### src/verilog/cache_pkg.sv
// ********************
// geometry of a 2-way, 16-set cache with 4-word blocks
// burst length equals block size, one cache word per beat
// ********************

package cache_pkg;

  localparam int addr_width  = 32;
  localparam int word_width  = 32;
  localparam int block_words = 4;
  localparam int sets        = 16;
  localparam int ways        = 2;

  // derived index widths
  localparam int way_width          = $clog2(ways);
  localparam int set_width          = $clog2(sets);
  localparam int word_offset_width  = $clog2(block_words);
  localparam int byte_offset_width  = $clog2(word_width / 8);
  localparam int block_offset_width = byte_offset_width + word_offset_width;

  // data array row is {set, word}
  localparam int mem_addr_width = set_width + word_offset_width;

  // must reach block_words, not just block_words-1
  localparam int count_width = $clog2(block_words + 1);

  typedef enum logic [2:0] {
    dma_nop,
    dma_send_fill_addr,
    dma_send_evict_addr,
    dma_get_fill_data,
    dma_send_evict_data
  } dma_cmd_e;

endpackage

### src/verilog/cache_miss_ctrl.sv
// ********************
// one miss at a time, miss_v_i only while not busy
// ********************

module cache_miss_ctrl (
  input  logic                             clk_i,
  input  logic                             reset_i,
  input  logic                             miss_v_i,
  input  logic [cache_pkg::addr_width-1:0] miss_addr_i,
  input  logic [cache_pkg::addr_width-1:0] miss_victim_addr_i,
  input  logic [cache_pkg::way_width-1:0]  miss_way_i,
  input  logic                             miss_dirty_i,
  input  logic                             dma_done_i,
  output cache_pkg::dma_cmd_e              dma_cmd_o,
  output logic [cache_pkg::addr_width-1:0] dma_addr_o,
  output logic [cache_pkg::way_width-1:0]  dma_way_o,
  output logic                             miss_busy_o,
  output logic                             miss_done_o
);
  import cache_pkg::*;

  typedef enum logic [2:0] {
    s_idle,
    s_evict_addr,
    s_evict_data,
    s_fill_addr,
    s_fill_data
  } state_e;

  state_e state_r;
  state_e state_n;
  logic [addr_width-1:0] addr_r;
  logic [addr_width-1:0] victim_r;
  logic [way_width-1:0] way_r;
  logic done_r;

  always_comb begin
    state_n = state_r;
    dma_cmd_o = dma_nop;
    case (state_r)
      s_idle: begin
        // dirty victim goes out before the fill
        if (miss_v_i) begin
          state_n = miss_dirty_i ? s_evict_addr : s_fill_addr;
        end
      end
      s_evict_addr: begin
        dma_cmd_o = dma_send_evict_addr;
        if (dma_done_i) begin
          state_n = s_evict_data;
        end
      end
      s_evict_data: begin
        dma_cmd_o = dma_send_evict_data;
        if (dma_done_i) begin
          state_n = s_fill_addr;
        end
      end
      s_fill_addr: begin
        dma_cmd_o = dma_send_fill_addr;
        if (dma_done_i) begin
          state_n = s_fill_data;
        end
      end
      s_fill_data: begin
        dma_cmd_o = dma_get_fill_data;
        if (dma_done_i) begin
          state_n = s_idle;
        end
      end
      default: state_n = s_idle;
    endcase
  end

  always_ff @(posedge clk_i) begin
    if (reset_i) begin
      state_r <= s_idle;
      done_r <= 1'b0;
    end else begin
      state_r <= state_n;
      // one cycle late so the snoop register has the last word
      done_r <= (state_r == s_fill_data) && dma_done_i;
    end
  end

  always_ff @(posedge clk_i) begin
    if ((state_r == s_idle) && miss_v_i) begin
      addr_r <= miss_addr_i;
      victim_r <= miss_victim_addr_i;
      way_r <= miss_way_i;
    end
  end

  // victim address only during the two evict steps
  assign dma_addr_o = ((state_r == s_evict_addr) || (state_r == s_evict_data)) ?
                      victim_r : addr_r;
  assign dma_way_o = way_r;
  assign miss_busy_o = (state_r != s_idle);
  assign miss_done_o = done_r;

  a_no_miss_while_busy: assert property (@(posedge clk_i) disable iff (reset_i)
    miss_v_i |-> !miss_busy_o);

  // the engine only finishes a step that was asked for
  a_done_needs_cmd: assert property (@(posedge clk_i) disable iff (reset_i)
    dma_done_i |-> (dma_cmd_o != dma_nop));

endmodule

### src/verilog/dma_fifo.sv
// ********************
// els entries of one word, no bypass from input to output
// ********************

module dma_fifo #(
  parameter int els = 4
) (
  input  logic                             clk_i,
  input  logic                             reset_i,
  input  logic [cache_pkg::word_width-1:0] data_i,
  input  logic                             v_i,
  output logic                             ready_o,
  output logic [cache_pkg::word_width-1:0] data_o,
  output logic                             v_o,
  input  logic                             yumi_i
);

  localparam int ptr_width = (els > 1) ? $clog2(els) : 1;
  localparam int cnt_width = $clog2(els + 1);

  logic [$bits(data_i)-1:0] mem_r [els];
  logic [ptr_width-1:0] wr_ptr_r;
  logic [ptr_width-1:0] rd_ptr_r;
  logic [cnt_width-1:0] count_r;
  logic wr_en;

  assign ready_o = (count_r != cnt_width'(els));
  assign v_o = (count_r != '0);
  assign data_o = mem_r[rd_ptr_r];
  assign wr_en = v_i && ready_o;

  always_ff @(posedge clk_i) begin
    if (reset_i) begin
      wr_ptr_r <= '0;
      rd_ptr_r <= '0;
      count_r <= '0;
    end else begin
      if (wr_en) begin
        wr_ptr_r <= (wr_ptr_r == ptr_width'(els - 1)) ? '0 : wr_ptr_r + 1'b1;
      end
      if (yumi_i) begin
        rd_ptr_r <= (rd_ptr_r == ptr_width'(els - 1)) ? '0 : rd_ptr_r + 1'b1;
      end
      count_r <= count_r + cnt_width'(wr_en) - cnt_width'(yumi_i);
    end
  end

  always_ff @(posedge clk_i) begin
    if (wr_en) begin
      mem_r[wr_ptr_r] <= data_i;
    end
  end

  a_yumi_needs_valid: assert property (@(posedge clk_i) disable iff (reset_i)
    yumi_i |-> v_o);

endmodule

### src/verilog/cache_dma.sv
// ********************
// dma_cmd_i, dma_addr_i and dma_way_i must hold until done_o
// whole-block evictions only, one word per beat
// ********************

module cache_dma (
  input  logic                                      clk_i,
  input  logic                                      reset_i,
  input  cache_pkg::dma_cmd_e                       dma_cmd_i,
  input  logic [cache_pkg::addr_width-1:0]          dma_addr_i,
  input  logic [cache_pkg::way_width-1:0]           dma_way_i,
  output logic                                      done_o,
  output logic [cache_pkg::word_width-1:0]          snoop_word_o,
  output logic                                      dma_pkt_v_o,
  output logic                                      dma_pkt_write_o,
  output logic [cache_pkg::addr_width-1:0]          dma_pkt_addr_o,
  input  logic                                      dma_pkt_yumi_i,
  input  logic                                      in_v_i,
  input  logic [cache_pkg::word_width-1:0]          in_data_i,
  output logic                                      in_yumi_o,
  output logic                                      out_v_o,
  output logic [cache_pkg::word_width-1:0]          out_data_o,
  input  logic                                      out_ready_i,
  output logic                                      mem_v_o,
  output logic                                      mem_w_o,
  output logic [cache_pkg::mem_addr_width-1:0]      mem_addr_o,
  output logic [cache_pkg::ways-1:0]                mem_w_mask_o,
  output logic [cache_pkg::word_width-1:0]          mem_data_o,
  input  logic [cache_pkg::ways-1:0][cache_pkg::word_width-1:0] mem_data_i
);
  import cache_pkg::*;

  typedef enum logic [1:0] {
    s_idle,
    s_fill,
    s_evict
  } state_e;

  state_e state_r;
  state_e state_n;
  logic [count_width-1:0] counter_r;
  logic counter_clear;
  logic counter_up;
  logic pkt_sent_r;
  logic fill_last;
  logic evict_last;
  logic snoop_we;

  assign fill_last = (counter_r == count_width'(block_words - 1));
  assign evict_last = (counter_r == count_width'(block_words));

  // request packet, offset bits cleared
  assign dma_pkt_addr_o = {dma_addr_i[addr_width-1:block_offset_width],
                           {block_offset_width{1'b0}}};
  assign dma_pkt_write_o = (dma_cmd_i == dma_send_evict_addr);
  assign dma_pkt_v_o = (state_r == s_idle) && !pkt_sent_r &&
                       ((dma_cmd_i == dma_send_fill_addr) ||
                        (dma_cmd_i == dma_send_evict_addr));

  assign mem_addr_o = {dma_addr_i[block_offset_width +: set_width],
                       counter_r[word_offset_width-1:0]};
  assign mem_w_mask_o = ways'(1) << dma_way_i;
  assign mem_data_o = in_data_i;
  assign out_data_o = mem_data_i[dma_way_i];

  always_comb begin
    state_n = state_r;
    counter_clear = 1'b0;
    counter_up = 1'b0;
    mem_v_o = 1'b0;
    mem_w_o = 1'b0;
    in_yumi_o = 1'b0;
    out_v_o = 1'b0;
    done_o = pkt_sent_r;
    case (state_r)
      s_idle: begin
        if (dma_cmd_i == dma_get_fill_data) begin
          counter_clear = 1'b1;
          state_n = s_fill;
        end else if (dma_cmd_i == dma_send_evict_data) begin
          // first row read on the way out of idle
          counter_clear = 1'b1;
          counter_up = 1'b1;
          mem_v_o = 1'b1;
          state_n = s_evict;
        end
      end
      s_fill: begin
        mem_v_o = in_v_i;
        mem_w_o = in_v_i;
        in_yumi_o = in_v_i;
        counter_up = in_v_i && !fill_last;
        counter_clear = in_v_i && fill_last;
        done_o = in_v_i && fill_last;
        if (in_v_i && fill_last) begin
          state_n = s_idle;
        end
      end
      s_evict: begin
        // array output holds the row read last, so it is always valid here
        out_v_o = 1'b1;
        mem_v_o = out_ready_i && !evict_last;
        counter_up = out_ready_i && !evict_last;
        counter_clear = out_ready_i && evict_last;
        done_o = out_ready_i && evict_last;
        if (out_ready_i && evict_last) begin
          state_n = s_idle;
        end
      end
      default: state_n = s_idle;
    endcase
  end

  always_ff @(posedge clk_i) begin
    if (reset_i) begin
      state_r <= s_idle;
      counter_r <= '0;
      pkt_sent_r <= 1'b0;
    end else begin
      state_r <= state_n;
      pkt_sent_r <= dma_pkt_v_o && dma_pkt_yumi_i;
      if (counter_clear) begin
        counter_r <= count_width'(counter_up);
      end else if (counter_up) begin
        counter_r <= counter_r + count_width'(1);
      end
    end
  end

  // grab the requested word as it streams past
  assign snoop_we = (state_r == s_fill) && in_v_i &&
                    (counter_r[word_offset_width-1:0] ==
                     dma_addr_i[byte_offset_width +: word_offset_width]);

  always_ff @(posedge clk_i) begin
    if (snoop_we) begin
      snoop_word_o <= in_data_i;
    end
  end

  a_cmd_stable: assert property (@(posedge clk_i) disable iff (reset_i)
    ((state_r != s_idle) || dma_pkt_v_o) && !done_o |=> $stable(dma_cmd_i));

endmodule

### src/verilog/cache_data_mem.sv
// ********************
// no access is performed while reset_i is high
// ********************

module cache_data_mem (
  input  logic                                 clk_i,
  input  logic                                 reset_i,
  input  logic                                 v_i,
  input  logic                                 w_i,
  input  logic [cache_pkg::mem_addr_width-1:0] addr_i,
  input  logic [cache_pkg::ways-1:0]           w_mask_i,
  input  logic [cache_pkg::word_width-1:0]     data_i,
  output logic [cache_pkg::ways-1:0][cache_pkg::word_width-1:0] data_o
);
  import cache_pkg::*;

  localparam int rows = sets * block_words;

  logic access;

  assign access = v_i && !reset_i;

  for (genvar w = 0; w < ways; w++) begin : g_way
    logic [word_width-1:0] mem_r [rows];
    logic [word_width-1:0] rd_r;

    // read data holds until the next read
    always_ff @(posedge clk_i) begin
      if (access) begin
        if (w_i) begin
          if (w_mask_i[w]) begin
            mem_r[addr_i] <= data_i;
          end
        end else begin
          rd_r <= mem_r[addr_i];
        end
      end
    end

    assign data_o[w] = rd_r;
  end

  // fill writes land in exactly one way
  a_one_way_write: assert property (@(posedge clk_i) disable iff (reset_i)
    (v_i && w_i) |-> $onehot(w_mask_i));

endmodule

### src/verilog/cache_miss_top.sv
// ********************
// input FIFO of 4 words, output FIFO of 2 words
// ********************

module cache_miss_top (
  input  logic                             clk_i,
  input  logic                             reset_i,
  input  logic                             miss_v_i,
  input  logic [cache_pkg::addr_width-1:0] miss_addr_i,
  input  logic [cache_pkg::way_width-1:0]  miss_way_i,
  input  logic                             miss_dirty_i,
  input  logic [cache_pkg::addr_width-1:0] miss_victim_addr_i,
  output logic                             miss_busy_o,
  output logic                             miss_done_o,
  output logic                             dma_pkt_v_o,
  output logic                             dma_pkt_write_o,
  output logic [cache_pkg::addr_width-1:0] dma_pkt_addr_o,
  input  logic                             dma_pkt_yumi_i,
  input  logic [cache_pkg::word_width-1:0] dma_data_i,
  input  logic                             dma_data_v_i,
  output logic                             dma_data_ready_o,
  output logic [cache_pkg::word_width-1:0] dma_data_o,
  output logic                             dma_data_v_o,
  input  logic                             dma_data_yumi_i,
  output logic [cache_pkg::word_width-1:0] load_word_o
);
  import cache_pkg::*;

  dma_cmd_e dma_cmd;
  logic [addr_width-1:0] dma_addr;
  logic [way_width-1:0] dma_way;
  logic dma_done;
  logic in_v;
  logic [word_width-1:0] in_data;
  logic in_yumi;
  logic out_v;
  logic [word_width-1:0] out_data;
  logic out_ready;
  logic mem_v;
  logic mem_w;
  logic [mem_addr_width-1:0] mem_addr;
  logic [ways-1:0] mem_w_mask;
  logic [word_width-1:0] mem_wdata;
  logic [ways-1:0][word_width-1:0] mem_rdata;

  cache_miss_ctrl ctrl (
    .clk_i, .reset_i, .miss_v_i, .miss_addr_i, .miss_victim_addr_i,
    .miss_way_i, .miss_dirty_i, .dma_done_i(dma_done), .dma_cmd_o(dma_cmd),
    .dma_addr_o(dma_addr), .dma_way_o(dma_way), .miss_busy_o, .miss_done_o
  );

  cache_dma dma (
    .clk_i, .reset_i, .dma_cmd_i(dma_cmd), .dma_addr_i(dma_addr),
    .dma_way_i(dma_way), .done_o(dma_done), .snoop_word_o(load_word_o),
    .dma_pkt_v_o, .dma_pkt_write_o, .dma_pkt_addr_o, .dma_pkt_yumi_i,
    .in_v_i(in_v), .in_data_i(in_data), .in_yumi_o(in_yumi),
    .out_v_o(out_v), .out_data_o(out_data), .out_ready_i(out_ready),
    .mem_v_o(mem_v), .mem_w_o(mem_w), .mem_addr_o(mem_addr),
    .mem_w_mask_o(mem_w_mask), .mem_data_o(mem_wdata), .mem_data_i(mem_rdata)
  );

  // fill words from memory
  dma_fifo #(.els(4)) in_fifo (
    .clk_i, .reset_i, .data_i(dma_data_i), .v_i(dma_data_v_i),
    .ready_o(dma_data_ready_o), .data_o(in_data), .v_o(in_v), .yumi_i(in_yumi)
  );

  // eviction words to memory
  dma_fifo #(.els(2)) out_fifo (
    .clk_i, .reset_i, .data_i(out_data), .v_i(out_v), .ready_o(out_ready),
    .data_o(dma_data_o), .v_o(dma_data_v_o), .yumi_i(dma_data_yumi_i)
  );

  cache_data_mem data_mem (
    .clk_i, .reset_i, .v_i(mem_v), .w_i(mem_w), .addr_i(mem_addr),
    .w_mask_i(mem_w_mask), .data_i(mem_wdata), .data_o(mem_rdata)
  );

endmodule

### config.mk
export PLATFORM = sky130hd
export DESIGN_NAME = cache_miss_top
export DESIGN_NICKNAME = d
export VERILOG_FILES = /design/src/verilog/cache_pkg.sv /design/src/verilog/cache_miss_ctrl.sv /design/src/verilog/dma_fifo.sv /design/src/verilog/cache_dma.sv /design/src/verilog/cache_data_mem.sv /design/src/verilog/cache_miss_top.sv
export SDC_FILE = /design/constraint.sdc
export NUM_CORES = 2
export LEC_CHECK = 0
export BUFFER_PORTS_ARGS = -buffer_cell sky130_fd_sc_hd__buf_2
export CAP_MARGIN = 5
export CORE_MARGIN = 4
export CORE_UTILIZATION = 35
export CTS_CLUSTER_DIAMETER = 40
export DETAILED_ROUTE_END_ITERATION = 6
export SKIP_CTS_REPAIR_TIMING = 1
export SYNTH_ARGS = -nofsm -noshare
export SYNTH_HDL_FRONTEND = slang
export SYNTH_HIERARCHICAL = 1
export SYNTH_MEMORY_MAX_BITS = 65536
export SYNTH_SLANG_ARGS = --single-unit
### constraint.sdc
create_clock -name clk_i -period 6.82 [get_ports clk_i]
set_clock_uncertainty 0.05 [all_clocks]
set_input_delay 1.364 -clock clk_i [delete_from_list [all_inputs] [get_ports clk_i]]
set_output_delay 1.364 -clock clk_i [all_outputs]
set_load 0.01 [all_outputs]
==> results_dict.tcl <==
set metrics [dict create \
    status "finished, violations left" \
    violations "antenna violations" \
    cts_tree "built" \
    areaGrowthSynthToFinish_pct 16.8 \
    grt_usage 0.207 \
    first_global_vias 98000 \
    fin_crit_ns 5.69 \
    avgSynthCellArea_sq_um 17.6 \
    cp_max_fo 40 \
    fin_hold_ws_ns 0.445 \
    r2r_cells 10 \
    grt_max_degree 124 \
    routed_wl_microns 536000 \
    hold_class "primary input to flip-flop" \
    fin_crit_sh 0.834 \
    r2r_setup_slack_ns 1.13 \
    drt_iter0_markers 14800 \
    clock-sinks 4469 \
    place.gp.congestion 0.884 \
    p_per_area_nw_per_um2 442 \
    portBuffers 197 \
    fp.dieH_microns 706 \
    pin_count 206 \
    drt.antenna.violating_nets 1 \
    final.fill_count 42700 \
    antenna_found_initial 55 \
    drive_above_1_share 0.191 \
    finalSetupViolations 0 \
    rows 255 \
    synth-warning-count 6 \
    die_w_microns 706 \
    hold_viol_final 0 \
    min_path_cells 1 \
    grt_pass1_wl_microns 746000 \
    ir_drop_mv 0.461 \
    rsz0062_at_grt "no" \
    worst_pin_slew_ns 1.33 \
    critPathCaptureType "flip-flop" \
    syn-cell-area_sq_um 170000 \
    drv_cap 0 \
    firstDrtPassIters 6 \
    clk_latency_ns 1.04 \
    post-route-util 0.411 \
    slew_headroom 0.111 \
    slew_violations 0 \
    r2r-start "dma/counter_r[0]" \
    syn_inst 9694 \
    start_util 0.352 \
    max_freq_mhz 176 \
    instances_no_fill 16900 \
    cts_made_buffers 537 \
    drc 0 \
    dp_cells 15900 \
    nNetsFinal 10200 \
    via_per_inst 5.98 \
    via_count 101000 \
    rr_endpoint "data_mem/g_way[1].mem_r[30][6]" \
    globalRouteOverflowTotal 0 \
    h-tree-depth 6 \
    min_from "miss_addr_i[7]" \
    worst_setup_path_start_kind "flip-flop" \
    post-dp-hpwl_microns 310000 \
    design.core.area_sq_um 484000 \
    wire_per_inst_microns 31.6 \
    arrival_ns 6.32 \
    fin_setup_tns_ns 0 \
    min_to "ctrl/addr_r[7]" \
    criticalPathCategory "flip-flop to flip-flop" \
    die_area_sq_um 498000 \
    clk_pin_slew_ns 0.06 \
    cts-root-buf "clkbuf_16" \
    clockBufferDepth 4 \
    p_leak_nw 62.1 \
    required_ns 7.45 \
]
==> layout make-up <==
cell class              instances  area (sq um)  area share
diodes                         30          75.1    0.000377
clock buffers                 620         14000      0.0701
clock inverters               349          4260      0.0214
inverters                      25           109    0.000547
multi-input cells            4399         33700       0.169
flip-flops and latches       4469        134000       0.673
well taps                    6425          8040      0.0404
repair buffers                622          4890      0.0246
==> power breakdown <==
part,internal [W],switching (W)
logic,0.00757,0.0191
clock network,0.0172,0.0117
registers,0.0320,0.000463
total,0.0568,0.0312
==> registers in the layout (all words and copies together), names as in the netlist, 30 cells and up, named ones only <==
signal and flops:
ctrl/victim_r 30, dma/snoop_word_o 32, in_fifo/mem_r 128, ctrl/addr_r 30
data_mem/g_way.mem_r 4096, data_mem/g_way.rd_r 64, out_fifo/mem_r 64
==> metal layers <==
layer  share of wire  track usage  routed length (microns)
met3            0.12       0.0520                    66300
met5         0.00021            0                      114
met2            0.45        0.318                   242000
met4           0.042       0.0784                    22600
met1            0.38        0.283                   204000
==> cells in the final DEF (no fill, tap or decap), types with 31 or more instances in the layout <==
cell type,n
bufinv_16,59
o21ai_0,264
buf_12,57
and3_1,32
a221oi_1,819
clkinv_4,32
clkinv_1,62
clkbuf_1,73
mux2_1,31
a21oi_1,174
mux4_4,32
edfxtp_1,4445
o221ai_1,45
nor2_1,501
inv_6,38
nor2_4,133
clkinv_2,68
a22oi_1,549
buf_4,368
nand4_1,60
clkbuf_16,546
a22o_1,117
mux2i_1,348
o22ai_1,229
nand2_1,160
nand3_1,85
nor3_1,50
o211ai_1,31
mux2_2,263
clkinvlp_4,39
a221o_1,34
buf_2,197
a211o_1,54
==> worst max-delay path: stages, from the launching register on <==
cell and delay [ns]:
dfxtp_4 0.89, inv_1 0.22, ha_1 0.31, nand2_1 0.14, nand3_1 0.12, a31oi_1 0.18, nor2b_1 0.55, and3_1 0.41
nand3_1 0.95, nor2_4 0.92, buf_4 0.51
==> stage by stage <==
stage          power, W  setup slack (ns)  cell area (sq um)
4_1_cts          0.0878              1.31             199000
3_3_place_gp     0.0587              1.45             181000
2_1_floorplan    0.0472              1.92             170000
3_5_place_dp     0.0590              1.35             181000
5_1_grt          0.0906              1.12             199000
6_report         0.0880              1.13             199000
==> worst max-delay path by stage <==
stage | startpoint | to
floorplan | reset_i | data_mem/g_way[0].rd_r[0]
global placement | reset_i | data_mem/g_way[1].mem_r[30][2]
detailed placement | dma/counter_r[0] | data_mem/g_way[1].mem_r[30][14]
CTS | dma/counter_r[0] | data_mem/g_way[1].mem_r[30][6]
global route | ctrl/state_r[0] | data_mem/g_way[1].mem_r[29][8]
finish | dma/counter_r[0] | data_mem/g_way[1].mem_r[30][6]
No activity file was read; power rests on OpenSTA's default activity.
